--- config.mk ---
export PLATFORM = sky130hd
export DESIGN_NAME = crc_ahb_top
export DESIGN_NICKNAME = d
export VERILOG_FILES = /design/src/crc_pkg.sv /design/src/crc_ahb_top.sv /design/src/crc_datapath.sv /design/src/host_interface.sv
export VERILOG_INCLUDE_DIRS = /design/src
export SDC_FILE = /design/constraint.sdc
export NUM_CORES = 1
export LEC_CHECK = 0
export ABC_AREA = 1
export BUFFER_PORTS_ARGS = -buffer_cell sky130_fd_sc_hd__buf_4
export CAP_MARGIN = 20
export CELL_PAD_IN_SITES_DETAIL_PLACEMENT = 0
export CELL_PAD_IN_SITES_GLOBAL_PLACEMENT = 1
export CORE_AREA = 3 3 183 185
export DETAILED_ROUTE_END_ITERATION = 10
export DIE_AREA = 0 0 186 188
export PLACE_DENSITY_LB_ADDON = 0.1
export SLEW_MARGIN = 20
export SYNTH_ARGS = -nofsm -noshare
export SYNTH_HDL_FRONTEND = slang
export SYNTH_SLANG_ARGS = --single-unit
--- constraint.sdc ---
create_clock -name HCLK -period 7.27 [get_ports HCLK]
set_input_delay 1.454 -clock HCLK [delete_from_list [all_inputs] [get_ports HCLK]]
set_output_delay 1.454 -clock HCLK [all_outputs]
set_load 0.02 [all_outputs]
--- src/crc_defines.svh ---
// Reset values of the CRC engine registers
`ifndef CRC_DEFINES_SVH
`define CRC_DEFINES_SVH

// INIT seed of all ones
`define CRC_INIT_RESET 32'hFFFF_FFFF

// POL holds the standard CRC-32 generator
`define CRC_POLY_RESET 32'h04C1_1DB7

// CR cleared selects POLY_32 with no reversal
`define CRC_CR_RESET 5'h00

`endif
--- src/crc_pkg.sv ---
// Types shared by the CRC bus decode and the CRC datapath
package crc_pkg;

	// AHB transfer type
	typedef enum logic [1:0] {
		IDLE   = 2'b00,
		BUSY   = 2'b01,
		NONSEQ = 2'b10,
		SEQ    = 2'b11
	} htrans_t;

	// Register offsets taken from HADDR[4:2]
	typedef enum logic [2:0] {
		REG_DR   = 3'd0,
		REG_IDR  = 3'd1,
		REG_CR   = 3'd2,
		REG_INIT = 3'd4,
		REG_POL  = 3'd5
	} crc_reg_t;

	// CRC width is 32 16 8 or 7 bits
	typedef enum logic [1:0] {POLY_32, POLY_16, POLY_8, POLY_7} poly_size_t;

	// Input bit reversal granularity
	typedef enum logic [1:0] {REV_NONE, REV_BYTE, REV_HALF, REV_WORD} rev_in_t;

	// Engine state
	typedef enum logic {
		DP_IDLE,
		DP_SHIFT
	} dp_state_t;

endpackage

--- src/crc_ahb_top.sv ---
// AHB-Lite CRC engine top joining the bus front end and the datapath
`timescale 1ns/1ns

module crc_ahb_top
(
	input  logic        HCLK,
	input  logic        HRESETn,
	input  logic        HSElx,
	input  logic [31:0] HADDR,
	input  logic [1:0]  HTRANS,
	input  logic        HWRITE,
	input  logic [2:0]  HSIZE,
	input  logic [31:0] HWDATA,
	input  logic        HREADY,
	output logic [31:0] HRDATA,
	output logic        HREADYOUT,
	output logic        HRESP
);

	import crc_pkg::*;

	// Front end to datapath
	logic [31:0] bus_wr;
	logic [1:0]  bus_size;
	logic        buffer_write_en;
	logic        crc_init_en;
	logic        crc_poly_en;
	logic        crc_idr_en;
	logic        reset_chain;
	poly_size_t  crc_poly_size;
	rev_in_t     rev_in_type;
	logic        rev_out_type;

	// Datapath back to front end
	logic [31:0] crc_out;
	logic [31:0] crc_init_out;
	logic [31:0] crc_poly_out;
	logic [7:0]  crc_idr_out;
	logic        buffer_full;
	logic        read_wait;
	logic        reset_pending;

	// On a single-slave bus HREADY is our own HREADYOUT fed back by the system
	host_interface u_host (.*);

	crc_datapath u_datapath (.*);

endmodule

--- src/crc_datapath.sv ---
// CRC datapath with one-beat buffer, byte-serial engine and INIT POL IDR registers
`timescale 1ns/1ns
`include "crc_defines.svh"

module crc_datapath
(
	input  logic                HCLK,
	input  logic                HRESETn,
	input  logic [31:0]         bus_wr,
	input  logic [1:0]          bus_size,
	input  logic                buffer_write_en,
	input  logic                crc_init_en,
	input  logic                crc_poly_en,
	input  logic                crc_idr_en,
	input  logic                reset_chain,
	input  crc_pkg::poly_size_t crc_poly_size,
	input  crc_pkg::rev_in_t    rev_in_type,
	input  logic                rev_out_type,
	output logic [31:0]         crc_out,
	output logic [31:0]         crc_init_out,
	output logic [31:0]         crc_poly_out,
	output logic [7:0]          crc_idr_out,
	output logic                buffer_full,
	output logic                read_wait,
	output logic                reset_pending
);

	import crc_pkg::*;

	dp_state_t   state;
	logic [31:0] crc_q;
	// Beat left-aligned so the first byte sits in [31:24]
	logic [31:0] buf_data;
	// Number of bytes in the beat minus one
	logic [1:0]  beat_len;
	logic [1:0]  byte_sel;

	logic        load_beat;
	logic [31:0] rev_data;
	logic [31:0] aligned;
	logic [31:0] sel_shift;
	logic [7:0]  cur_byte;
	logic [4:0]  top_bit;
	logic [31:0] width_mask;
	logic [31:0] crc_masked;

	// Reverse bits within each group of w bits
	function automatic logic [31:0] reflect(input logic [31:0] d, input int w);
		logic [31:0] r;
		for (int i = 0; i < 32; i++)
			r[i] = d[(i / w) * w + (w - 1 - i % w)];
		return r;
	endfunction

	// Fold one byte into the CRC, MSB first
	function automatic logic [31:0] fold_byte(input logic [31:0] crc, input logic [7:0] data,
		input logic [31:0] poly, input logic [31:0] mask, input logic [4:0] top);
		logic [31:0] c;
		logic        fb;
		c = crc;
		for (int i = 7; i >= 0; i--)
		begin
			fb = c[top] ^ data[i];
			c  = (c << 1) & mask;
			if (fb)
				c = c ^ (poly & mask);
		end
		return c;
	endfunction

	////////////////////////////////////////
	// Input buffer
	////////////////////////////////////////

	assign buffer_full = (state == DP_SHIFT);
	assign load_beat   = buffer_write_en && !buffer_full;

	// Reversal coarser than the beat is clipped to the beat width
	always_comb
	begin
		case (rev_in_type)
			REV_BYTE: rev_data = reflect(bus_wr, 8);
			REV_HALF: rev_data = (bus_size == 2'd0) ? reflect(bus_wr, 8) : reflect(bus_wr, 16);
			REV_WORD:
			begin
				if (bus_size == 2'd0)
					rev_data = reflect(bus_wr, 8);
				else if (bus_size == 2'd1)
					rev_data = reflect(bus_wr, 16);
				else
					rev_data = reflect(bus_wr, 32);
			end
			default: rev_data = bus_wr;
		endcase
		// Low lanes only, moved to the top
		case (bus_size)
			2'd0:    aligned = {rev_data[7:0], 24'h0};
			2'd1:    aligned = {rev_data[15:0], 16'h0};
			default: aligned = rev_data;
		endcase
	end

	always_ff @(posedge HCLK)
	begin
		if (load_beat)
		begin
			buf_data <= aligned;
			beat_len <= bus_size[1] ? 2'd3 : {1'b0, bus_size[0]};
		end
	end

	////////////////////////////////////////
	// CRC engine
	////////////////////////////////////////

	always_comb
	begin
		case (crc_poly_size)
			POLY_16: top_bit = 5'd15;
			POLY_8:  top_bit = 5'd7;
			POLY_7:  top_bit = 5'd6;
			default: top_bit = 5'd31;
		endcase
	end

	assign width_mask = 32'hFFFF_FFFF >> (5'd31 - top_bit);
	assign sel_shift  = buf_data << {byte_sel, 3'b000};
	assign cur_byte   = sel_shift[31:24];

	always_ff @(posedge HCLK)
	begin
		if (!HRESETn)
		begin
			state    <= DP_IDLE;
			byte_sel <= 2'd0;
		end
		else if (state == DP_IDLE)
		begin
			byte_sel <= 2'd0;
			if (load_beat)
				state <= DP_SHIFT;
		end
		else if (byte_sel == beat_len)
			state <= DP_IDLE;
		else
			byte_sel <= byte_sel + 2'd1;
	end

	// Restart while shifting waits for the beat to finish
	always_ff @(posedge HCLK)
	begin
		if (!HRESETn)
			reset_pending <= 1'b0;
		else if (state == DP_SHIFT && reset_chain)
			reset_pending <= 1'b1;
		else if (state == DP_IDLE)
			reset_pending <= 1'b0;
	end

	always_ff @(posedge HCLK)
	begin
		if (!HRESETn)
			crc_q <= `CRC_INIT_RESET;
		else if (state == DP_SHIFT)
			crc_q <= fold_byte(crc_q, cur_byte, crc_poly_out, width_mask, top_bit);
		else if (reset_chain || reset_pending)
			crc_q <= crc_init_out;
	end

	// Result is not valid until shifting and any restart are done
	assign read_wait  = buffer_full || reset_pending;
	assign crc_masked = crc_q & width_mask;
	assign crc_out    = rev_out_type ? (reflect(crc_masked, 32) >> (5'd31 - top_bit)) : crc_masked;

	////////////////////////////////////////
	// Configuration registers
	////////////////////////////////////////

	always_ff @(posedge HCLK)
	begin
		if (!HRESETn)
		begin
			crc_init_out <= `CRC_INIT_RESET;
			crc_poly_out <= `CRC_POLY_RESET;
			crc_idr_out  <= 8'h00;
		end
		else
		begin
			// Old INIT must survive until the pending restart has used it
			if (crc_init_en && !reset_pending)
				crc_init_out <= bus_wr;
			if (crc_poly_en)
				crc_poly_out <= bus_wr;
			if (crc_idr_en)
				crc_idr_out <= bus_wr[7:0];
		end
	end

	// A DR write that meets a full buffer is held by the bus until it is taken
	assert property (@(posedge HCLK) disable iff (!HRESETn)
		(buffer_write_en && buffer_full) |=> buffer_write_en);

	// A word takes four shift cycles at most
	assert property (@(posedge HCLK) disable iff (!HRESETn)
		$rose(state == DP_SHIFT) |-> ##[1:4] (state == DP_IDLE));

endmodule

--- src/host_interface.sv ---
// AHB-Lite slave front end of the CRC engine with register decode and wait states
`timescale 1ns/1ns
`include "crc_defines.svh"

module host_interface
(
	input  logic                HCLK,
	input  logic                HRESETn,
	input  logic                HSElx,
	input  logic [31:0]         HADDR,
	input  logic [1:0]          HTRANS,
	input  logic                HWRITE,
	input  logic [2:0]          HSIZE,
	input  logic [31:0]         HWDATA,
	input  logic                HREADY,
	input  logic [31:0]         crc_out,
	input  logic [31:0]         crc_init_out,
	input  logic [31:0]         crc_poly_out,
	input  logic [7:0]          crc_idr_out,
	input  logic                buffer_full,
	input  logic                read_wait,
	input  logic                reset_pending,
	output logic [31:0]         HRDATA,
	output logic                HREADYOUT,
	output logic                HRESP,
	output logic [31:0]         bus_wr,
	output logic [1:0]          bus_size,
	output logic                buffer_write_en,
	output logic                crc_init_en,
	output logic                crc_poly_en,
	output logic                crc_idr_en,
	output logic                reset_chain,
	output crc_pkg::poly_size_t crc_poly_size,
	output crc_pkg::rev_in_t    rev_in_type,
	output logic                rev_out_type
);

	import crc_pkg::*;

	// Registered address phase
	crc_reg_t   haddr_pp;
	logic [1:0] hsize_pp;
	htrans_t    htrans_pp;
	logic       hwrite_pp;
	logic       hselx_pp;

	// CR fields as {rev_out, rev_in, poly_size}
	logic [4:0] crc_cr_ff;

	logic       sample_bus;
	logic       ahb_enable;
	logic       write_en;
	logic       read_en;
	logic       crc_cr_en;
	logic       buffer_read_en;
	logic       wr_en_any;

	////////////////////////////////////////
	// Address phase pipeline
	////////////////////////////////////////

	// Address phase is taken only when the bus and this slave are both ready
	assign sample_bus = HREADY && HREADYOUT;

	always_ff @(posedge HCLK)
	begin
		if (!HRESETn)
		begin
			hselx_pp  <= 1'b0;
			htrans_pp <= IDLE;
		end
		else if (sample_bus)
		begin
			hselx_pp  <= HSElx;
			htrans_pp <= htrans_t'(HTRANS);
		end
	end

	// Address payload
	always_ff @(posedge HCLK)
	begin
		if (sample_bus)
		begin
			haddr_pp  <= crc_reg_t'(HADDR[4:2]);
			hsize_pp  <= HSIZE[1:0];
			hwrite_pp <= HWRITE;
		end
	end

	////////////////////////////////////////
	// Decode and enables
	////////////////////////////////////////

	// Only NONSEQ acts, SEQ and BUSY fall through
	assign ahb_enable = (htrans_pp == NONSEQ);
	assign write_en   = hselx_pp && hwrite_pp && ahb_enable;
	assign read_en    = hselx_pp && !hwrite_pp && ahb_enable;

	assign buffer_write_en = write_en && (haddr_pp == REG_DR);
	assign crc_idr_en      = write_en && (haddr_pp == REG_IDR);
	assign crc_cr_en       = write_en && (haddr_pp == REG_CR);
	assign crc_init_en     = write_en && (haddr_pp == REG_INIT);
	assign crc_poly_en     = write_en && (haddr_pp == REG_POL);
	assign buffer_read_en  = read_en && (haddr_pp == REG_DR);
	assign wr_en_any       = buffer_write_en || crc_idr_en || crc_cr_en ||
	                         crc_init_en || crc_poly_en;

	// Write data belongs to the data phase and goes straight through
	assign bus_wr   = HWDATA;
	assign bus_size = hsize_pp;

	// Stall on full buffer, busy result or pending restart
	assign HREADYOUT = !((buffer_write_en && buffer_full) ||
	                     (buffer_read_en && read_wait) ||
	                     (crc_init_en && reset_pending));
	assign HRESP = 1'b0;

	////////////////////////////////////////
	// Control register
	////////////////////////////////////////

	always_ff @(posedge HCLK)
	begin
		if (!HRESETn)
			crc_cr_ff <= `CRC_CR_RESET;
		else if (crc_cr_en)
			crc_cr_ff <= HWDATA[7:3];
	end

	// Bit 0 of a CR write restarts the chain and is not stored
	assign reset_chain   = crc_cr_en && HWDATA[0];
	assign crc_poly_size = poly_size_t'(crc_cr_ff[1:0]);
	assign rev_in_type   = rev_in_t'(crc_cr_ff[3:2]);
	assign rev_out_type  = crc_cr_ff[4];

	// Read data in the data phase
	always_comb
	begin
		case (haddr_pp)
			REG_DR:   HRDATA = crc_out;
			REG_IDR:  HRDATA = {24'h0, crc_idr_out};
			REG_CR:   HRDATA = {24'h0, crc_cr_ff, 3'h0};
			REG_INIT: HRDATA = crc_init_out;
			REG_POL:  HRDATA = crc_poly_out;
			default:  HRDATA = 32'h0;
		endcase
	end

	// An enable only follows a selected NONSEQ write address phase
	assert property (@(posedge HCLK) disable iff (!HRESETn)
		(wr_en_any && $past(sample_bus)) |-> $past(HSElx && HWRITE && (HTRANS == NONSEQ)));

	// A non-NONSEQ address phase never gets a wait state
	assert property (@(posedge HCLK) disable iff (!HRESETn)
		$past(sample_bus && (HTRANS != NONSEQ)) |-> HREADYOUT);

endmodule

Word level (Yosys, flattened, before mapping)
Index checks and enable logic that the tools add are counted.
{"block": "word_totals", "register_bits": 156, "in_bits": 74, "out_inout_bits": 34, "wordCells": 146}
{"block": "op_classes", "add_sub_neg": 2, "order_cmp": 1, "eq_ne": 14, "shift": 3, "mux": 54, "n_bitwise": 26, "reduce_logical": 30}
{"cell": "$mux 32", "count": 28}
{"cell": "$and 32x32->32", "count": 10}
{"cell": "$xor 32x32->32", "count": 8}
{"cell": "$pmux 32 s5", "count": 1}
{"cell": "$pmux 32 s3", "count": 1}
{"cell": "$pmux 32 s2", "count": 1}
{"cell": "$bmux 1 s5", "count": 8}
{"cell": "$shl 32x5->32", "count": 1}
{"cell": "$shr 32x5->32", "count": 1}
{"cell": "$shr 32x5->32 const A", "count": 1}
{"cell": "$logic_and 1x1->1", "count": 18}
{"cell": "$pmux 5 s3", "count": 1}
{"cell": "$mux 1", "count": 13}
{"cell": "$eq 2x2->1 const B", "count": 5}
{"cell": "$xor 1x1->1", "count": 8}
{"cell": "$eq 2x1->1 const B", "count": 3}
{"cell": "$eq 3x3->1 const B", "count": 2}
{"cell": "$lt 5x6->1 const B", "count": 1}
{"cell": "$sub 5x5->5 const A", "count": 1}
{"cell": "$logic_not 1->1", "count": 4}
{"cell": "$logic_or 1x1->1", "count": 4}
{"cell": "$eq 3x1->1 const B", "count": 1}
{"cell": "$eq 3x2->1 const B", "count": 1}
{"cell": "$logic_not 3->1", "count": 1}
{"cell": "other kinds (7)", "count": 7}

Longest topological paths before layout
{"block": "depth", "ltp_word": 50, "mapped_depth": 67}

Modules after synthesis
From an unflattened synthesis, not the netlist that was laid out.
{"block": "unflattened", "cells_unflattened": 2353, "area_unflattened_um2": 14587.7}
{"module": "crc_datapath", "n_inst": 1, "cells_per_inst": 2086, "area_per_inst_um2": 13043.8, "seq_area_each_um2": 3183.1}
{"module": "host_interface", "n_inst": 1, "cells_per_inst": 267, "area_per_inst_um2": 1544.0, "seq_area_each_um2": 340.3}

Worst setup path before layout
Ideal clock, no wire load.
{"block": "synth_timing", "path_type": "register to register", "from": "register u_datapath.byte_sel[0]", "to": "register u_datapath.crc_q[11]", "setup_time_ns": 0.112, "arrival_time_ns": 5.257, "path_slack_ns": 1.901, "path_stages_with_launch": 65, "period_less_slack_ns": 5.369, "path_cell_list": "dfxtp_1 -> buf_4 -> inv_2 -> nand2_1 -> nand3_1 -> nand2_1 -> inv_1 -> nand2_2 -> nand2_4 -> inv_2 -> nand2_1 -> a21oi_1 -> inv_2 -> o21ai_2 -> nand2_1 -> nand2_4 -> nand2_1 -> nand3_1 -> (+29 left out) -> nand2_1 -> nand2_1 -> nand3_2 -> nand2_1 -> nand2_1 -> nand2_1 -> buf_4 -> o21ai_2 -> a21oi_1 -> inv_2 -> nand3_2 -> buf_4 -> nand3_1 -> nand2_1 -> nand2_1 -> nand2_1 -> nand2_1 -> nand2_1"}
{"block": "synth_between", "elab_chain_len": 46}
{"item": "start: declaration", "line": "crc_datapath.sv:36", "text": "logic [1:0] byte_sel;"}
{"item": "start signal: assignment", "line": "crc_datapath.sv:146", "text": "byte_sel <= byte_sel + 2'd1;"}
{"item": "$shl 32x5->32 (*)", "line": "crc_datapath.sv:127", "text": "assign sel_shift = buf_data << {byte_sel, 3'b000};"}
{"item": "$xor 1x1->1", "line": "crc_datapath.sv:63", "text": "fb = c[top] ^ data[i];"}
{"item": "$mux 32", "line": "crc_datapath.sv:65", "text": "if (fb)"}
{"item": "$mux 32", "line": "crc_datapath.sv:164", "text": "else if (state == DP_SHIFT)"}
{"item": "$mux 32", "line": "crc_datapath.sv:162", "text": "if (!HRESETn)"}
{"item": "$bmux 1 s5", "line": "crc_datapath.sv:63"}
{"item": "$mux 1 (not written as such)", "line": "crc_datapath.sv:63"}
{"item": "$xor 1x1->1", "line": "crc_datapath.sv:63"}
{"item": "(+30 left out)"}
{"item": "$mux 32", "line": "crc_datapath.sv:65"}
{"item": "$mux 32", "line": "crc_datapath.sv:164"}
{"item": "$mux 32", "line": "crc_datapath.sv:162"}
{"item": "$bmux 1 s5", "line": "crc_datapath.sv:63"}
{"item": "$mux 1 (not written as such)", "line": "crc_datapath.sv:63"}
{"item": "$xor 1x1->1", "line": "crc_datapath.sv:63"}
{"item": "$mux 32 (*)", "line": "crc_datapath.sv:65"}
{"item": "$mux 32 (*)", "line": "crc_datapath.sv:164"}
{"item": "end signal: assignment", "line": "crc_datapath.sv:163", "text": "crc_q <= `CRC_INIT_RESET;"}
{"item": "end signal: assignment", "line": "crc_datapath.sv:165", "text": "crc_q <= fold_byte(crc_q, cur_byte, crc_poly_out, width_mask, top_bit);"}
{"item": "end signal: assignment", "line": "crc_datapath.sv:167", "text": "crc_q <= crc_init_out;"}
{"item": "end: declaration", "line": "crc_datapath.sv:31", "text": "logic [31:0] crc_q;"}
Every way passes the cells marked *; elsewhere a longest branch is shown, timed or not. The select of a mux whose other input is x is not followed.
A chain may end at the register's enable or synchronous reset.

Final worst setup path
{"block": "layout_timing", "from": "register u_host.crc_cr_ff[0]", "to": "register u_datapath.crc_q[12]"}
{"block": "layout_between", "elab_chain_len": 50}
{"item": "start: declaration", "line": "host_interface.sv:48", "text": "logic [4:0] crc_cr_ff;"}
{"item": "start signal: assignment", "line": "host_interface.sv:125", "text": "crc_cr_ff <= `CRC_CR_RESET;"}
{"item": "start signal: assignment", "line": "host_interface.sv:127", "text": "crc_cr_ff <= HWDATA[7:3];"}
{"item": "$eq 2x2->1 or $eq 2x1->1 (tied branches)", "line": "crc_datapath.sv:118", "text": "case (crc_poly_size)"}
{"item": "$pmux 5 s3 (*)", "line": "crc_datapath.sv:118"}
{"item": "$sub 5x5->5", "line": "crc_datapath.sv:126", "text": "assign width_mask = 32'hFFFF_FFFF >> (5'd31 - top_bit);"}
{"item": "$shr 32x5->32", "line": "crc_datapath.sv:126"}
{"item": "$and 32x32->32, on equally long branches", "line": "crc_datapath.sv:64, crc_datapath.sv:66"}
{"item": "$xor 32x32->32", "line": "crc_datapath.sv:66", "text": "c = c ^ (poly & mask);"}
{"item": "$mux 32", "line": "crc_datapath.sv:65"}
{"item": "$mux 32", "line": "crc_datapath.sv:164"}
{"item": "(+34 left out)"}
{"item": "$mux 32", "line": "crc_datapath.sv:65"}
{"item": "$mux 32", "line": "crc_datapath.sv:164"}
{"item": "$mux 32", "line": "crc_datapath.sv:162"}
{"item": "$bmux 1 s5", "line": "crc_datapath.sv:63"}
{"item": "$mux 1 (not written as such)", "line": "crc_datapath.sv:63"}
{"item": "$xor 1x1->1", "line": "crc_datapath.sv:63"}
{"item": "$mux 32 (*)", "line": "crc_datapath.sv:65"}
{"item": "$mux 32 (*)", "line": "crc_datapath.sv:164"}
Marked as above.

==> impl_metrics.tcl <==
set metrics [dict create \
    cts.reportedPaths.clkPinSlew_ns 0.07 \
    post_dp_cell_area_um2 15040 \
    portBuffers 76 \
    cpLargestDelayFamily "simple AND/OR/NAND/NOR gates" \
    required_ns 7.59 \
    whs_endpoint "u_host.hselx_pp" \
    p_comb_frac 0.180 \
    gp_congestion 0.9681 \
    setup_violations 0 \
    final_nets 2356 \
    final_area_um2 16100 \
    gr-total-overflow 0 \
    postCtsHoldBufs 0 \
    routed_wl_um 60700 \
    drive_gt1_frac 0.1390 \
    vias 15870 \
    clkPwrFrac 0.404 \
    fin_skew_ns 0.01018 \
    crit_fanout 10 \
    antenna_found_initial 1 \
    final_util 0.4999 \
    yosysWarnings 0 \
    cts_num_sinks 156 \
    min_period_over_period 0.9350 \
    die-area_um2 34970 \
    ant_nets 0 \
    fin_crit_ns 6.798 \
    cp.arrival_ns 7.12 \
    layout_common_cells "623 x nand2_1, 192 x o21ai_0, 187 x inv_1, 184 x nor2_1, 174 x buf_4" \
    p_int_w 0.001505 \
    synth.avg_cell_area_um2 6.304 \
    yosysSeqAreaShare 0.2519 \
    dp.cells 2641 \
    vias_per_cell 5.872 \
    r2r_slack_ns 0.47 \
    r2r.worst_path.cells 56 \
    path_depth 56 \
    antenna_cells 0 \
    die_h_um 188 \
    clockBufferDepth 2 \
    cts_buffers 17 \
    slowest_stage "dfxtp_2" \
    hold_viol 0 \
    synth_cells 2219 \
    switchingPower_w 0.0006594 \
    critPathMostFrequentCell "nand2_1" \
    p_leak_nw 7.679 \
    synth-seq-cells 156 \
    num_rows 66 \
    grtUsageTotal 0.3350 \
    worstSetupEndpointType "flip-flop" \
    area_growth_pct 15.10 \
    vdd_drop_max_v 0.0002366 \
    sequentialPowerShare 0.417 \
    ys.flop_type "dfxtp_1" \
    p_sw_frac 0.3047 \
    p_total_w 0.002164 \
    min_from "u_host.hselx_pp" \
    pre_cts_ws_ns -0.1697 \
    hold_path_class "reg -> reg" \
    wire_per_inst_um 22.46 \
    outcome "finished with violations" \
    path_buf_inv 11 \
    path_class "reg -> reg" \
    start_util 0.4343 \
    maxCapViolCount 0 \
    worst_pin_slew_ns 1.713 \
    drt-initial-drc-count 2601 \
    synth_nets 2293 \
    ys_types 52 \
    fmax_mhz 147.1 \
    grt_pass1_vias 14080 \
    syn_area_um2 13990 \
    pin_count 108 \
    fill_cells 3356 \
    cp-start-kind "flip-flop" \
    drc 0 \
    htreeDepth 4 \
    final_common_cell "nand2_1" \
    die_w_um 186 \
    cts-root-buf "clkbuf_16" \
    grt_pass1_wl_um 89100 \
    first_pass_iters 8 \
    hold_depth 2 \
    synth_edf_count 40 \
    async_flop_share 0 \
    power.density_nw_per_um2 134.4 \
    relSlewSlack -0.1419 \
    clock_latency_ns 0.43 \
    stdcell_count 2703 \
    drv_slew 6 \
    dpl.hpwl_um 44730 \
    timing.rr.start "u_host.crc_cr_ff[0]" \
    violations "max-slew violations" \
    coreArea_um2 32210 \
    grt_max_degree 61 \
    fin_ws_ns 0.4723 \
    r2r-end "u_datapath.crc_q[12]" \
    cp_slowest_stage_delay_ns 0.35 \
    cts_tree "built" \
]
==> worst reg2reg max path: cells and delay by family (launching register included) <==
kind / cells / cell delay (ns)
simple gates: 39 / 4.11
xor+xnor: 2 / 0.34
buf+inv: 11 / 1.31
compound gates: 4 / 0.59
flops: 1 / 0.35
==> worst max-delay path by stage <==
| stage | end | slack (ns) | from |
|---|---|---|---|
| after floorplan | u_datapath.crc_q[11] | 1.90 | u_datapath.byte_sel[0] |
| after global placement | u_datapath.crc_q[0] | -0.05 | u_host.crc_cr_ff[1] |
| after global routing | u_datapath.crc_q[12] | -0.05 | u_host.crc_cr_ff[0] |
| after detailed placement | u_datapath.crc_q[0] | -0.17 | u_host.crc_cr_ff[1] |
| final | u_datapath.crc_q[12] | 0.47 | u_host.crc_cr_ff[0] |
| after CTS | u_datapath.crc_q[6] | 0.04 | u_host.crc_cr_ff[1] |
==> power by group through the flow <==
| stage | clock network, W | logic [W] | registers, W |
|---|---|---|---|
| after detailed placement | 0 | 0.000366 | 0.000922 |
| after global placement | 0 | 0.000363 | 0.000922 |
| after floorplan | 0 | 0.000227 | 0.000918 |
| after global routing | 0.000917 | 0.000418 | 0.000902 |
| final | 0.000873 | 0.000389 | 0.000902 |
| after CTS | 0.000881 | 0.000368 | 0.000902 |
==> sequential cells by signal (all words and copies together) (netlist names) <==
name	cells
u_datapath.buf_data	32
u_datapath.crc_init_out	32
u_datapath.crc_poly_out	32
u_datapath.crc_q	32
u_datapath.crc_idr_out	8
u_host.crc_cr_ff	5
u_host.haddr_pp	3
u_datapath.beat_len	2
u_datapath.byte_sel	2
u_host.bus_size	2
u_host.htrans_pp	2
u_datapath.buffer_full	1
u_datapath.reset_pending	1
u_host.hselx_pp	1
u_host.hwrite_pp	1
==> cell families after synthesis <==
group / Yosys count / synth area share
buf+inv: 350 / 0.1016
other cells: 1 / 0.0002681
mux: 8 / 0.005725
xor+xnor: 194 / 0.1225
simple gates: 1036 / 0.3075
flops: 156 / 0.2519
compound gates: 474 / 0.2105
==> stage by stage <==
step	TNS, ns	hold slack (ns)
global route	-0.4882	0.4974
CTS	0	0.4738
global placement	-0.08301	0.4464
floorplan	0	0.4244
detailed placement	-2.137	0.4639
finish	0	0.4703
==> cell usage after synthesis, types with 2 or more instances <==
library cell	instances	area, µm²
nand2_1	638	2395
o21ai_0	192	960.9
inv_1	188	705.7
nor2_1	188	705.7
nand3_1	134	670.6
dfxtp_1	116	2322
xor2_1	115	1007
clkbuf_1	104	390.4
xnor2_1	77	674.4
a21oi_1	75	375.4
o211ai_1	57	427.9
o221ai_1	47	411.6
edfxtp_1	40	1201
o22ai_1	27	168.9
nor3_1	23	115.1
nand2_2	19	118.9
inv_2	16	60.06
buf_2	13	65.06
nand3_2	11	110.1
buf_4	10	75.07
a2111oi_0	9	78.83
a211oi_1	8	60.06
a221oi_1	8	70.07
a22oi_1	8	60.06
mux2i_1	8	80.08
a32oi_1	7	61.31
buf_6	7	78.83
o21ai_1	7	35.03
a311oi_1	6	52.55
a31oi_1	6	37.54
clkinv_1	6	22.52
buf_1	5	18.77
nand2_4	5	56.30
o311ai_0	4	35.03
and2_1	3	18.77
nand4_1	3	18.77
nor2_4	3	33.78
nor4_1	3	18.77
o21ai_2	3	26.28
o31ai_1	3	22.52
nand3b_1	2	15.01
nor2_2	2	12.51
o21bai_1	2	15.01
or2_2	2	12.51
xor2_2	2	32.53
==> final cells by class <==
type / instances / area [µm²] / area share
multi-input combinational: 1720 / 9360 / 0.5814
sequential: 156 / 3530 / 0.2192
timing repair buffer: 177 / 1349 / 0.08377
inverter: 210 / 788.3 / 0.04896
tap: 408 / 510.5 / 0.03171
clock buffer: 18 / 429.2 / 0.02666
clock inverter: 14 / 133.9 / 0.008315
==> per-layer routing <==
layer	vias to the layer above	global-route usage	routed length [µm]
li1	7502	-	-
met2	841	0.4958	26090
met1	7403	0.4958	26590
met4	2	0.08708	1949
met5	-	0	8
met3	125	0.06751	6069
==> repair_timing <==
action | 4_1_cts | 5_1_grt
gates cloned | 0 | 7
gates resized for setup | 3 | 52
pin swaps | 0 | 18
setup buffers | 0 | 23
setup endpoints to repair | 31 | 32
Note: power is estimated with default switching activity, not from simulation.
